## config.mk

```make
export PLATFORM = sky130hd
export DESIGN_NAME = qspim_top
export DESIGN_NICKNAME = d
export VERILOG_FILES = /design/src/source/qspim_pkg.sv /design/src/source/qspim_clkgen.sv /design/src/source/qspim_ctrl.sv /design/src/source/qspim_fifo.sv /design/src/source/qspim_shift.sv /design/src/source/qspim_top.sv
export SDC_FILE = /design/constraint.sdc
export NUM_CORES = 1
export LEC_CHECK = 0
export BUFFER_PORTS_ARGS = -buffer_cell sky130_fd_sc_hd__buf_2
export CAP_MARGIN = 20
export CELL_PAD_IN_SITES_DETAIL_PLACEMENT = 1
export CELL_PAD_IN_SITES_GLOBAL_PLACEMENT = 1
export CORE_ASPECT_RATIO = 0.6
export CORE_UTILIZATION = 46
export DETAILED_ROUTE_END_ITERATION = 6
export PLACE_DENSITY = 0.83
export SLEW_MARGIN = 20
export SYNTH_ARGS = -nofsm -noshare
export SYNTH_HDL_FRONTEND = slang
export SYNTH_SLANG_ARGS = --single-unit
```

## constraint.sdc

```tcl
create_clock -name mclk -period 3.6 [get_ports mclk]
set_clock_uncertainty 0.05 [all_clocks]
set_input_delay 0 -clock mclk [delete_from_list [all_inputs] [get_ports mclk]]
set_output_delay 0 -clock mclk [all_outputs]
set_load 0.01 [all_outputs]
```

## src/source/qspim_pkg.sv

```systemverilog
/*
 * Quad-SPI flash read master shared definitions
 * Request and shift phase types, line counts and flash read commands
 */
`default_nettype none

package qspim_pkg;

    // --------------------------------------------------
    // Widths
    // --------------------------------------------------
    localparam int ADDR_W   = 26;             // Chip select + flash address
    localparam int FLASH_AW = 24;             // Address sent on the bus
    localparam int CS_N     = 4;              // Chip selects
    localparam int CS_SEL_W = $clog2(CS_N);   // Upper address bits used for decode
    localparam int DATA_W   = 32;             // One read word
    localparam int LINES_N  = 4;              // IO0..IO3
    localparam int CMD_W    = 8;              // Command byte
    localparam int PH_CNT_W = 6;              // Phase bit counter, holds up to DATA_W

    // --------------------------------------------------
    // Flash read commands
    // --------------------------------------------------
    localparam logic [CMD_W-1:0] CMD_READ_SINGLE = 8'h03;  // Normal read
    localparam logic [CMD_W-1:0] CMD_READ_QUAD   = 8'hEB;  // Quad IO fast read
    localparam int               DUMMY_QUAD      = 4;      // SPI clocks after address

    // Transfer width of address and data
    typedef enum logic {
        MODE_SINGLE = 1'b0,
        MODE_QUAD   = 1'b1
    } qspim_mode_e;

    // Queued read request
    typedef struct packed {
        logic [ADDR_W-1:0] addr;   // [25:24] chip, [23:0] flash byte address
        qspim_mode_e       mode;
    } qspim_req_t;

    // One shift phase as seen by the shifter
    typedef struct packed {
        logic [DATA_W-1:0]   tx_data;  // MSB first
        logic [PH_CNT_W-1:0] bit_cnt;  // Total bits of the phase
        logic                quad;     // 4 bits per SPI clock
        logic                tx;       // Drive lines, else receive
        logic                idle;     // Dummy clocks, lines released, nothing sampled
    } qspim_phase_t;

endpackage

`default_nettype wire

```

## src/source/qspim_clkgen.sv

```systemverilog
/*
 * SPI clock divider, mode 0
 * Toggles spi_clk every CLK_DIV mclk cycles and flags each edge
 */
`timescale 1ns/1ps
`default_nettype none

module qspim_clkgen #(
    parameter int CLK_DIV = 2   // Half period in mclk cycles
) (
    input  wire logic mclk,
    input  wire logic rst_i,
    input  wire logic clk_en_i,
    output logic      spi_clk_o,
    output logic      rise_o,
    output logic      fall_o
);

    localparam int CNT_W = (CLK_DIV > 1) ? $clog2(CLK_DIV) : 1;

    logic [CNT_W-1:0] cnt_q;
    logic             clk_q, rise_q, fall_q;

    always_ff @(posedge mclk) begin
        if (rst_i) begin
            cnt_q  <= '0;
            clk_q  <= 1'b0;
            rise_q <= 1'b0;
            fall_q <= 1'b0;
        end else if (!clk_en_i) begin
            cnt_q  <= '0;       // Restart the half period
            clk_q  <= 1'b0;     // Park low
            rise_q <= 1'b0;
            fall_q <= 1'b0;
        end else begin
            rise_q <= 1'b0;
            fall_q <= 1'b0;
            if (cnt_q == CNT_W'(CLK_DIV - 1)) begin
                cnt_q  <= '0;
                clk_q  <= ~clk_q;
                rise_q <= ~clk_q;   // Low to high
                fall_q <= clk_q;    // High to low
            end else begin
                cnt_q <= cnt_q + 1'b1;
            end
        end
    end

    // Pulses line up with the cycle the new level appears
    assign spi_clk_o = clk_q;
    assign rise_o    = rise_q;
    assign fall_o    = fall_q;

endmodule

`default_nettype wire

```

## src/source/qspim_ctrl.sv

```systemverilog
/*
 * Flash read transaction controller
 * Pops requests, decodes chip select and sequences command, address, dummy, data
 */
`timescale 1ns/1ps
`default_nettype none

module qspim_ctrl (
    input  wire logic                        mclk,
    input  wire logic                        rst_i,
    input  wire logic                        fifo_empty_i,
    output logic                             fifo_rd_o,
    input  wire qspim_pkg::qspim_req_t       fifo_data_i,
    output logic                             clk_en_o,
    output qspim_pkg::qspim_phase_t          phase_o,
    output logic                             phase_start_o,
    input  wire logic                        phase_done_i,
    input  wire logic [qspim_pkg::DATA_W-1:0] rx_data_i,
    output logic [qspim_pkg::CS_N-1:0]       spi_csn_o,
    output logic                             rsp_valid_o,
    output logic [qspim_pkg::DATA_W-1:0]     rsp_data_o
);
    import qspim_pkg::*;

    typedef enum logic [3:0] {
        ST_IDLE, ST_POP, ST_SEL, ST_CSL, ST_CMD, ST_ADDR, ST_DUMMY, ST_DATA, ST_FIN
    } state_e;

    state_e            state_q, next_st;
    qspim_req_t        req_q;
    qspim_phase_t      phase_q;
    logic [CS_N-1:0]   csn_q;
    logic [DATA_W-1:0] rsp_data_q;
    logic              clk_en_q, start_q, rsp_valid_q;
    logic              phase_load;

    // Phase descriptor from state and request
    function automatic qspim_phase_t build_phase(input state_e st, input qspim_req_t req);
        qspim_phase_t     ph;
        logic [CMD_W-1:0] cmd;
        ph  = '0;
        cmd = (req.mode == MODE_QUAD) ? CMD_READ_QUAD : CMD_READ_SINGLE;
        case (st)
            ST_CMD: begin                                      // Always single line
                ph.tx_data = {cmd, {(DATA_W - CMD_W){1'b0}}};
                ph.bit_cnt = PH_CNT_W'(CMD_W);
                ph.tx      = 1'b1;
            end
            ST_ADDR: begin
                ph.tx_data = {req.addr[FLASH_AW-1:0], {(DATA_W - FLASH_AW){1'b0}}};
                ph.bit_cnt = PH_CNT_W'(FLASH_AW);
                ph.quad    = (req.mode == MODE_QUAD);
                ph.tx      = 1'b1;
            end
            ST_DUMMY: begin                                    // Quad only
                ph.bit_cnt = PH_CNT_W'(DUMMY_QUAD * LINES_N);
                ph.quad    = 1'b1;
                ph.idle    = 1'b1;
            end
            default: begin                                     // Read word
                ph.bit_cnt = PH_CNT_W'(DATA_W);
                ph.quad    = (req.mode == MODE_QUAD);
            end
        endcase
        return ph;
    endfunction

    // --------------------------------------------------
    // Phase sequencing
    // --------------------------------------------------
    always_comb begin
        case (state_q)
            ST_CSL:  next_st = ST_CMD;
            ST_CMD:  next_st = ST_ADDR;
            ST_ADDR: next_st = (req_q.mode == MODE_QUAD) ? ST_DUMMY : ST_DATA;
            default: next_st = ST_DATA;
        endcase
    end

    assign phase_load = (state_q == ST_CSL) ||
                        (phase_done_i && (state_q == ST_CMD || state_q == ST_ADDR ||
                                          state_q == ST_DUMMY));

    always_ff @(posedge mclk) begin
        if (rst_i) begin
            state_q     <= ST_IDLE;
            csn_q       <= '1;
            clk_en_q    <= 1'b0;
            start_q     <= 1'b0;
            rsp_valid_q <= 1'b0;
        end else begin
            start_q     <= phase_load;  // Strobe along with the new descriptor
            rsp_valid_q <= 1'b0;
            case (state_q)
                ST_IDLE: if (!fifo_empty_i) state_q <= ST_POP;
                ST_POP:  state_q <= ST_SEL;
                ST_SEL: begin                                  // Pop data valid here
                    csn_q   <= ~(CS_N'(1) << fifo_data_i.addr[ADDR_W-1 -: CS_SEL_W]);
                    state_q <= ST_CSL;
                end
                ST_CSL: begin                                  // CS low, one cycle of lead
                    clk_en_q <= 1'b1;
                    state_q  <= next_st;
                end
                ST_CMD, ST_ADDR, ST_DUMMY: if (phase_load) state_q <= next_st;
                ST_DATA: if (phase_done_i) begin
                    csn_q       <= '1;
                    clk_en_q    <= 1'b0;
                    rsp_valid_q <= 1'b1;
                    state_q     <= ST_FIN;
                end
                ST_FIN:  state_q <= ST_IDLE;                   // CS high gap
                default: state_q <= ST_IDLE;
            endcase
        end
    end

    // Request, descriptor and read word
    always_ff @(posedge mclk) begin
        if (state_q == ST_SEL)
            req_q <= fifo_data_i;
        if (phase_load)
            phase_q <= build_phase(next_st, req_q);
        if (state_q == ST_DATA && phase_done_i)
            rsp_data_q <= rx_data_i;
    end

    assign fifo_rd_o     = (state_q == ST_POP);
    assign clk_en_o      = clk_en_q;
    assign phase_o       = phase_q;
    assign phase_start_o = start_q;
    assign spi_csn_o     = csn_q;
    assign rsp_valid_o   = rsp_valid_q;
    assign rsp_data_o    = rsp_data_q;

endmodule

`default_nettype wire

```

## src/source/qspim_fifo.sv

```systemverilog
/*
 * Command FIFO for queued flash read requests
 * Circular buffer, registered read data updated on pop
 */
`timescale 1ns/1ps
`default_nettype none

module qspim_fifo #(
    parameter int CMD_DEPTH = 4
) (
    input  wire logic                   mclk,
    input  wire logic                   rst_i,
    input  wire logic                   wr_i,
    input  wire qspim_pkg::qspim_req_t  wr_data_i,
    input  wire logic                   rd_i,
    output qspim_pkg::qspim_req_t       rd_data_o,
    output logic                        empty_o
);
    import qspim_pkg::*;

    localparam int PTR_W = $clog2(CMD_DEPTH);
    localparam int CNT_W = $clog2(CMD_DEPTH + 1);

    qspim_req_t       mem [CMD_DEPTH];
    qspim_req_t       rd_data_q;
    logic [PTR_W-1:0] wr_ptr_q, rd_ptr_q;
    logic [CNT_W-1:0] count_q;
    logic             wr_ok, rd_ok;

    assign empty_o   = (count_q == '0);
    assign wr_ok     = wr_i && (count_q != CNT_W'(CMD_DEPTH));  // Full drops the write
    assign rd_ok     = rd_i && !empty_o;
    assign rd_data_o = rd_data_q;

    always_ff @(posedge mclk) begin
        if (rst_i) begin
            wr_ptr_q <= '0;
            rd_ptr_q <= '0;
            count_q  <= '0;
        end else begin
            if (wr_ok)
                wr_ptr_q <= (wr_ptr_q == PTR_W'(CMD_DEPTH - 1)) ? '0 : wr_ptr_q + 1'b1;
            if (rd_ok)
                rd_ptr_q <= (rd_ptr_q == PTR_W'(CMD_DEPTH - 1)) ? '0 : rd_ptr_q + 1'b1;
            count_q <= count_q + CNT_W'(wr_ok) - CNT_W'(rd_ok);  // Net occupancy
        end
    end

    // Storage and output word
    always_ff @(posedge mclk) begin
        if (wr_ok)
            mem[wr_ptr_q] <= wr_data_i;
        if (rd_ok)
            rd_data_q <= mem[rd_ptr_q];  // Valid the cycle after the pop
    end

endmodule

`default_nettype wire

```

## src/source/qspim_shift.sv

```systemverilog
/*
 * Serial shifter for one SPI phase
 * Drives 1 or 4 lines on falls, samples 1 or 4 lines on rises, owns line enables
 */
`timescale 1ns/1ps
`default_nettype none

module qspim_shift (
    input  wire logic                          mclk,
    input  wire logic                          rst_i,
    input  wire logic                          start_i,
    input  wire qspim_pkg::qspim_phase_t       phase_i,
    input  wire logic                          rise_i,
    input  wire logic                          fall_i,
    input  wire logic [qspim_pkg::LINES_N-1:0] sdi_i,
    output logic [qspim_pkg::LINES_N-1:0]      sdo_o,
    output logic [qspim_pkg::LINES_N-1:0]      oen_o,   // 1 = input
    output logic [qspim_pkg::DATA_W-1:0]       rx_data_o,
    output logic                               done_o
);
    import qspim_pkg::*;

    logic [DATA_W-1:0]   sh_q;
    logic [PH_CNT_W-1:0] cnt_q, step;
    logic                busy_q, armed_q, done_q;
    logic                quad_q, tx_q, idle_q;
    logic                drive;

    assign step  = quad_q ? PH_CNT_W'(LINES_N) : PH_CNT_W'(1);  // Bits per SPI clock
    assign drive = busy_q & tx_q;

    // --------------------------------------------------
    // Phase control
    // --------------------------------------------------
    always_ff @(posedge mclk) begin
        if (rst_i) begin
            busy_q  <= 1'b0;
            armed_q <= 1'b0;
            done_q  <= 1'b0;
            cnt_q   <= '0;
        end else begin
            done_q <= 1'b0;
            if (start_i) begin
                busy_q  <= 1'b1;
                armed_q <= 1'b0;            // Ignore falls until the first rise
                cnt_q   <= phase_i.bit_cnt;
            end else if (busy_q && rise_i) begin
                armed_q <= 1'b1;
                cnt_q   <= cnt_q - step;
                if (cnt_q == step) begin    // Last bit or nibble
                    busy_q <= 1'b0;
                    done_q <= 1'b1;
                end
            end
        end
    end

    // Shift register and phase flags
    always_ff @(posedge mclk) begin
        if (start_i) begin
            sh_q   <= phase_i.tx_data;      // First bit out right away
            quad_q <= phase_i.quad;
            tx_q   <= phase_i.tx;
            idle_q <= phase_i.idle;
        end else if (busy_q && rise_i && !tx_q && !idle_q) begin
            if (quad_q)
                sh_q <= {sh_q[DATA_W-LINES_N-1:0], sdi_i};  // First nibble ends in 31:28
            else
                sh_q <= {sh_q[DATA_W-2:0], sdi_i[1]};       // MISO on IO1
        end else if (busy_q && armed_q && fall_i && tx_q) begin
            sh_q <= quad_q ? (sh_q << LINES_N) : (sh_q << 1);
        end
    end

    // --------------------------------------------------
    // Pads
    // --------------------------------------------------
    always_comb begin
        sdo_o = '0;
        if (drive) begin
            if (quad_q)
                sdo_o = sh_q[DATA_W-1 -: LINES_N];
            else
                sdo_o[0] = sh_q[DATA_W-1];  // MOSI on IO0
        end
    end

    assign oen_o[0]           = ~drive;
    assign oen_o[LINES_N-1:1] = {(LINES_N - 1){~(drive & quad_q)}};  // Quad tx only

    assign rx_data_o = sh_q;
    assign done_o    = done_q;

endmodule

`default_nettype wire

```

## src/source/qspim_top.sv

```systemverilog
/*
 * Quad-SPI flash read master top level
 * Command FIFO, controller, SPI clock divider and line shifter
 */
`timescale 1ns/1ps
`default_nettype none

module qspim_top #(
    parameter int CMD_DEPTH = 4,   // Max requests in flight
    parameter int CLK_DIV   = 2    // SPI half period in mclk cycles
) (
    input  wire logic                           mclk,
    input  wire logic                           rst_i,
    // Requester
    input  wire logic                           req_valid_i,
    input  wire qspim_pkg::qspim_req_t          req_i,
    output logic                                rsp_valid_o,
    output logic [qspim_pkg::DATA_W-1:0]        rsp_data_o,
    // Flash pads
    output logic                                spi_clk_o,
    output logic [qspim_pkg::CS_N-1:0]          spi_csn_o,
    output logic [qspim_pkg::LINES_N-1:0]       spi_sdo_o,
    output logic [qspim_pkg::LINES_N-1:0]       spi_oen_o,
    input  wire logic [qspim_pkg::LINES_N-1:0]  spi_sdi_i
);
    import qspim_pkg::*;

    qspim_req_t        fifo_data;
    qspim_phase_t      phase;
    logic              fifo_empty, fifo_rd;
    logic              clk_en, spi_rise, spi_fall;
    logic              phase_start, phase_done;
    logic [DATA_W-1:0] rx_data;

    qspim_fifo #(.CMD_DEPTH(CMD_DEPTH)) u_cmd_fifo (
        .mclk      (mclk),
        .rst_i     (rst_i),
        .wr_i      (req_valid_i),
        .wr_data_i (req_i),
        .rd_i      (fifo_rd),
        .rd_data_o (fifo_data),
        .empty_o   (fifo_empty)
    );

    qspim_ctrl u_ctrl (
        .mclk          (mclk),
        .rst_i         (rst_i),
        .fifo_empty_i  (fifo_empty),
        .fifo_rd_o     (fifo_rd),
        .fifo_data_i   (fifo_data),
        .clk_en_o      (clk_en),
        .phase_o       (phase),
        .phase_start_o (phase_start),
        .phase_done_i  (phase_done),
        .rx_data_i     (rx_data),
        .spi_csn_o     (spi_csn_o),
        .rsp_valid_o   (rsp_valid_o),
        .rsp_data_o    (rsp_data_o)
    );

    qspim_clkgen #(.CLK_DIV(CLK_DIV)) u_clkgen (
        .mclk      (mclk),
        .rst_i     (rst_i),
        .clk_en_i  (clk_en),
        .spi_clk_o (spi_clk_o),
        .rise_o    (spi_rise),
        .fall_o    (spi_fall)
    );

    qspim_shift u_shift (
        .mclk      (mclk),
        .rst_i     (rst_i),
        .start_i   (phase_start),
        .phase_i   (phase),
        .rise_i    (spi_rise),
        .fall_i    (spi_fall),
        .sdi_i     (spi_sdi_i),
        .sdo_o     (spi_sdo_o),
        .oen_o     (spi_oen_o),
        .rx_data_o (rx_data),
        .done_o    (phase_done)
    );

endmodule

`default_nettype wire

```

==> results.py, run 1 <==
metrics = {
    "run_status": {
        "outcome": "complete, no violations",
    },
    "cts": {
        "tritoncts": "done",
        "clockBufferDepth": 3,
        "cts.sinks": 287,
        "numCtsBuffers": 26,
        "root_buffer": "clkbuf_16",
        "clkSlewWorstSetupHoldPaths_ps": 60,
        "htreeDepth": 1,
        "clk_latency_ps": 530,
        "cts_setup_buffers": 0,
    },
    "yosys": {
        "seq_area_frac_synth": 0.765,
        "yosys.area.top_type": "edfxtp_1",
        "yosys_most_used_dff": "edfxtp_1",
        "synth_area_leaders": "edfxtp_1 (71%), dfxtp_1 (5.7%), mux4_2 (5.6%)",
        "syn_area_per_cell_um2": 17.5,
        "yosysTopAreaCellShare": 0.708,
        "synth_cell_types": 46,
        "postSynthCellCount": 620,
        "netlist_area_um2": 10900,
        "ys_async_sr_fraction": 0,
        "synth_edf_count": 256,
        "synth_nets": 669,
        "ys_warn_count": 0,
        "ys_seq_elements": 287,
    },
    "power_and_ir_drop": {
        "p_comb_frac": 0.120,
        "p_per_area_nw_per_um2": 617,
        "clock_power_share": 0.328,
        "switching_share": 0.243,
        "p_leak_nw": 4.38,
        "seqPwrFrac": 0.551,
        "vdd_drop_max_uv": 420,
        "intPower_mw": 5.96,
        "p_switching_mw": 1.91,
    },
    "timing": {
        "fin_crit_ps": 2570,
        "fin_crit_sh": 0.713,
        "fmax_mhz": 390,
        "maxSlewHeadroom": 0.534,
        "rsz0062_at_grt": "no",
        "drv_slew": 0,
        "tns_ps": 0,
        "setup_viol_count_final": 0,
        "worstMarginPinSlew_ps": 698,
        "hold_violations": 0,
        "hold_slack_ps": 183,
    },
    "place": {
        "gp_congestion": 0.806,
        "hpwl_um": 14000,
        "portBuffers": 79,
    },
    "grt": {
        "grt_use_met1": 0.251,
        "use_met2": 0.297,
        "met3_usage": 0.0285,
        "grt_usage": 0.179,
        "grt_antenna_before_repair": 0,
        "grt_first_pass_wirelength_um": 33500,
        "busiest_layer": "met2",
        "grt_pass1_vias": 5888,
        "overflow": 0,
        "grt_max_degree": 73,
    },
    "worst_setup_path": {
        "path_max_fanout": 24,
        "path_cells": "inv_1, nor3b_1, a21oi_1, or3b_2, ha_1, a21oi_1, nor2_1",
        "cp.required_ps": 3810,
        "worst-path-buf-inv": 1,
        "reg2regPathDepth": 7,
        "crit_slowest_cell": "dfxtp_1",
        "cpLargestDelayFamily": "simple AND/OR/NAND/NOR gates",
        "cp.depth": 7,
        "startpoint_type": "flip-flop",
        "setup.worst_path.class": "reg2reg",
        "worstPathArrival_ps": 2780,
        "cpPeakStageDelay_ps": 590,
        "cp-end-kind": "flip-flop",
        "cpMostUsedCell": "a21oi_1",
    },
    "route": {
        "drtPass1Iterations": 4,
        "drt_wl_total_um": 21100,
        "ant_nets": 0,
        "wl_per_cell_um": 19.6,
        "drc": 0,
        "vias": 5528,
        "dr.first_iter.drc_count": 317,
        "vias_per_cell": 5.14,
    },
    "floorplan": {
        "die_h_um": 121,
        "core_um2": 23100,
        "die_area_um2": 24200,
        "fp.dieW_um": 200,
        "pin_count": 80,
        "initial_core_util": 0.469,
        "rows": 43,
    },
    "min_path": {
        "hold_class": "in2reg",
        "hold_depth": 2,
    },
    "finish": {
        "layout.nets": 791,
        "drive_above_1_share": 0.218,
        "area_growth_pct": 17.3,
        "final_common_cell": "edfxtp_1",
        "antenna_cells": 0,
        "layout_common_cells": "edfxtp_1 (256), buf_2 (79), mux2i_1 (37)",
    },
    "flow_run": {
        "maxCapViolCount": 0,
    },
}
-- final cells by class --
| type | count | area, µm² |
|---|---|---|
| fillers | 2178 | 10400 |
| flip-flops and latches | 287 | 8310 |
| multi-input cells | 284 | 2360 |
| repair buffers | 124 | 816 |
| clock buffers | 28 | 679 |
| well taps | 315 | 394 |
| clock inverters | 18 | 104 |
| inverters | 19 | 71.3 |
-- state kept, by name, summed over array words and instances, names as in the netlist, 3 cells and up --
signal / flops
u_ctrl.spi_csn_o: 4
u_cmd_fifo.count_q: 3
u_cmd_fifo.rd_data_o: 27
u_shift.rx_data_o: 32
u_ctrl.req_q: 25
u_cmd_fifo.mem: 108
u_ctrl.phase_o: 29
u_shift.cnt_q: 6
u_ctrl.rsp_data_o: 32
u_ctrl.state_q: 4
-- synthesized netlist by cell type, types with 13 or more instances --
cell,count
mux2i_1,37
mux4_2,27
edfxtp_1,256
ha_1,14
o21ai_0,27
a21oi_1,18
dfxtp_1,31
inv_1,19
nand2_1,35
and2_1,26
clkbuf_1,13
nor3_1,14
nor2_1,29
-- path summary, 6_finish.rpt --
check             slack [ps]                               from                              to
setup / recovery        1030     u_ctrl.state_q[2]$_SDFFE_PP0P_    u_ctrl.phase_o[33]$_DFFE_PP_
hold / removal           180                           req_i[8]  u_cmd_fifo.mem[0][8]$_DFFE_PP_
setup reg to reg        1030     u_ctrl.state_q[2]$_SDFFE_PP0P_    u_ctrl.phase_o[33]$_DFFE_PP_
hold reg to reg          370  u_cmd_fifo.rd_data_o[1]$_DFFE_PP_       u_ctrl.req_q[1]$_DFFE_PP_
-- power by group through the flow --
stage          combinational [mW]  sequential [mW]  clock [mW]
2_1_floorplan               0.740             4.27           0
3_3_place_gp                0.871             4.37           0
3_5_place_dp                0.933             4.42           0
4_1_cts                     0.964             4.34        2.64
5_1_grt                      1.05             4.38        2.74
6_report                    0.945             4.34        2.58
-- repair_timing --
| item | CTS | global route |
|---|---|---|
| resized for setup | 0 | 0 |
| hold endpoints to repair | 123 | 0 |
| endpoints found under the setup margin | 0 | 0 |
| hold buffers | 33 | 0 |
-- cells by family after synthesis --
| family | share of synthesized area |
|---|---|
| simple gates | 0.0680 |
| flops | 0.765 |
| fa+ha+maj | 0.0180 |
| mux | 0.0901 |
| compound gates | 0.0335 |
| xor+xnor | 0.00565 |
| buf+inv | 0.0197 |
-- per-stage QoR --
stage	power [mW]	cells	worst slack, ps	area [µm²]	utilization
after global routing	8.18	1075	793	12700	0.551
after CTS	7.94	1075	1030	12700	0.550
after global placement	5.24	996	1240	11600	0.502
final	7.86	1075	1030	12700	0.551
after detailed placement	5.35	996	1040	11600	0.502
after floorplan	5.01	620	131	10900	-
-- per-layer routing --
metal / vias up / wire length, µm
met4: 0 / 376
met3: 28 / 951
met2: 148 / 9810
met1: 2751 / 9950
met5: - / 0
li1: 2601 / -
Note: power is estimated with default switching activity, not from simulation.
==> inputs of run 2 (changes only) <==
- clock period: 3.6 -> 2.1 ns (I/O delays scaled with it)
==> run 2 against run 1 <==
  * The flow now finishes with violations (negative setup slack)
  * Critical endpoint is now u_cmd_fifo.count_q[1]$_SDFF_PP0_
  * Critical path depth is 1 higher
  * Final cell count is 1.9% higher
  * Non-clock buffer count is 18 higher
  * Die area stayed put
  * Worst setup slack worse by 1100 ps
  * Flip-flop and latch count stayed put
  * First-iteration DRC count is 16% higher
  * Largest cell class unchanged
  * Critical path type unchanged
  * Design area is 2.5% higher
==> results.py, run 2 (synthesized netlist as in run 1, its figures left out) <==
metrics = {
    "cts": {
        "clkSlewWorstSetupHoldPaths_ps": 70,
        "cts.sinks": 287,
        "root_buffer": "clkbuf_16",
        "tritoncts": "done",
        "clockBufferDepth": 3,
        "htreeDepth": 1,
        "clk_latency_ps": 520,
        "numCtsBuffers": 27,
    },
    "worst_setup_path": {
        "reg2reg_slack_ps": -30,
        "cp.required_ps": 2500,
        "cp-end-kind": "flip-flop",
        "cpMostUsedCell": "ha_4",
        "path_cells": "nor3_4, nand3b_1, clkinvlp_4, ha_4, inv_2, ha_4, fa_2, nor2b_4",
        "path_max_fanout": 2,
        "startpoint": "u_cmd_fifo.count_q[1]$_SDFF_PP0_",
        "worstPathArrival_ps": 2530,
        "startpoint_type": "flip-flop",
        "rr_startpoint": "u_cmd_fifo.count_q[1]$_SDFF_PP0_",
        "setup.worst_path.class": "reg2reg",
        "reg2regPathDepth": 8,
        "crit_slowest_cell": "fa_2",
        "critPathCapture": "u_cmd_fifo.count_q[1]$_SDFF_PP0_",
        "cpPeakStageDelay_ps": 510,
        "rr_endpoint": "u_cmd_fifo.count_q[1]$_SDFF_PP0_",
    },
    "floorplan": {
        "initial_core_util": 0.469,
        "die_area_um2": 24200,
        "pin_count": 80,
        "rows": 43,
        "core_um2": 23100,
        "die_h_um": 121,
        "fp.dieW_um": 200,
    },
    "flow_run": {
        "maxCapViolCount": 0,
    },
    "timing": {
        "drv_slew": 0,
        "hold_violations": 0,
        "fmax_mhz": 470,
        "fin_crit_ps": 2130,
        "setup_viol_count_final": 1,
        "fin_ws_ps": -29.6,
        "worstMarginPinSlew_ps": 657,
        "rsz0062_at_grt": "yes",
        "fin_crit_sh": 1.01,
        "maxSlewHeadroom": 0.562,
    },
    "finish": {
        "final_area_um2": 13100,
        "antenna_cells": 0,
        "layout_common_cells": "edfxtp_1 (256), buf_2 (79), mux2i_1 (37)",
        "num-fill-cells": 2128,
        "top_register": "u_cmd_fifo.mem",
        "final_common_cell": "edfxtp_1",
        "layout.nets": 810,
        "largest_register_ffs": 108,
        "utilization": 0.564,
        "drive_above_1_share": 0.253,
        "area_growth_pct": 20.3,
        "fin_cells": 1095,
    },
    "route": {
        "ant_nets": 0,
        "vias_per_cell": 5.18,
        "dr.first_iter.drc_count": 367,
        "wl_per_cell_um": 20.8,
        "vias": 5677,
        "drc": 0,
        "drtPass1Iterations": 4,
        "drt_wl_total_um": 22800,
    },
    "place": {
        "dpl.cell_count": 1006,
        "portBuffers": 79,
        "gp_congestion": 0.807,
        "placed_area_um2": 11800,
        "hpwl_um": 15000,
    },
    "grt": {
        "overflow": 0,
        "grt_antenna_before_repair": 0,
        "grt_first_pass_wirelength_um": 35600,
        "grt_usage": 0.192,
        "grt_pass1_vias": 6212,
        "grt_max_degree": 63,
    },
    "power_and_ir_drop": {
        "p_per_area_nw_per_um2": 1070,
        "p_leak_nw": 4.50,
        "vdd_drop_max_uv": 931,
    },
    "run_status": {
        "outcome": "complete, but fails checks",
        "violations": "negative setup slack",
    },
    "min_path": {
        "hold_class": "in2reg",
        "hold_depth": 2,
        "hold_start": "req_i[5]",
    },
}
-- run 2: worst min path at each step --
stage / to / slack, ps
6_report: u_cmd_fifo.mem[2][5]$_DFFE_PP_ / 180
2_1_floorplan: u_cmd_fifo.mem[0][0]$_DFFE_PP_ / 50
4_1_cts: u_cmd_fifo.mem[2][21]$_DFFE_PP_ / 150
3_5_place_dp: u_cmd_fifo.mem[0][23]$_DFFE_PP_ / 170
5_1_grt: u_cmd_fifo.mem[0][15]$_DFFE_PP_ / 170
3_3_place_gp: u_cmd_fifo.mem[0][26]$_DFFE_PP_ / 160
-- run 2: per-stage QoR --
step	setup WS [ps]	setup TNS, ps	power, mW	hold WS (ps)
after CTS	20.0	0	14.0	151
after detailed placement	-68.6	-235	9.42	168
final	-29.6	-29.6	14.0	182
after floorplan	-393	-13240	8.66	48.9
after global placement	98.2	0	9.18	158
after global routing	-77.0	-126	14.5	171
-- run 2: worst max-delay path, delay by kind of cell (launching register included) --
kind	cells	cell delay (ps)
adders and majority gates	3	940
DFF	1	350
and+or+nand+nor	3	530
buffers and inverters	2	190
-- run 2: area by class of cell --
cell class	count	area, µm²	share of cell area
Clock buffer	35	716	0.0548
Clock inverter	13	86.3	0.00661
Inverter	19	75.1	0.00575
Multi-Input combinational cell	284	2430	0.186
Sequential cell	287	8320	0.637
Tap cell	315	394	0.0302
Timing Repair Buffer	142	1040	0.0795
-- run 2: power by group --
group,internal [mW],switching (mW),total (mW)
Sequential,7.06,0.283,7.34
Clock,2.51,2.00,4.51
Combinational,0.987,1.17,2.15
Total,10.6,3.45,14.0
-- run 2: repair_timing --
action | in CTS | in global routing
hold buffers | 33 | 0
setup buffers | 2 | 6
hold endpoints to repair | 121 | 0
resized for setup | 3 | 6
setup endpoints to repair | 25 | 26
pin swaps | 0 | 3
-- run 2: metal layers --
metal  track usage  vias to the layer above  share of wire
met3        0.0314                       38          0.040
li1              -                     2639              -
met2         0.333                      141           0.49
met4        0.0463                        0          0.021
met1         0.256                     2859           0.45
met5             0                        -              0
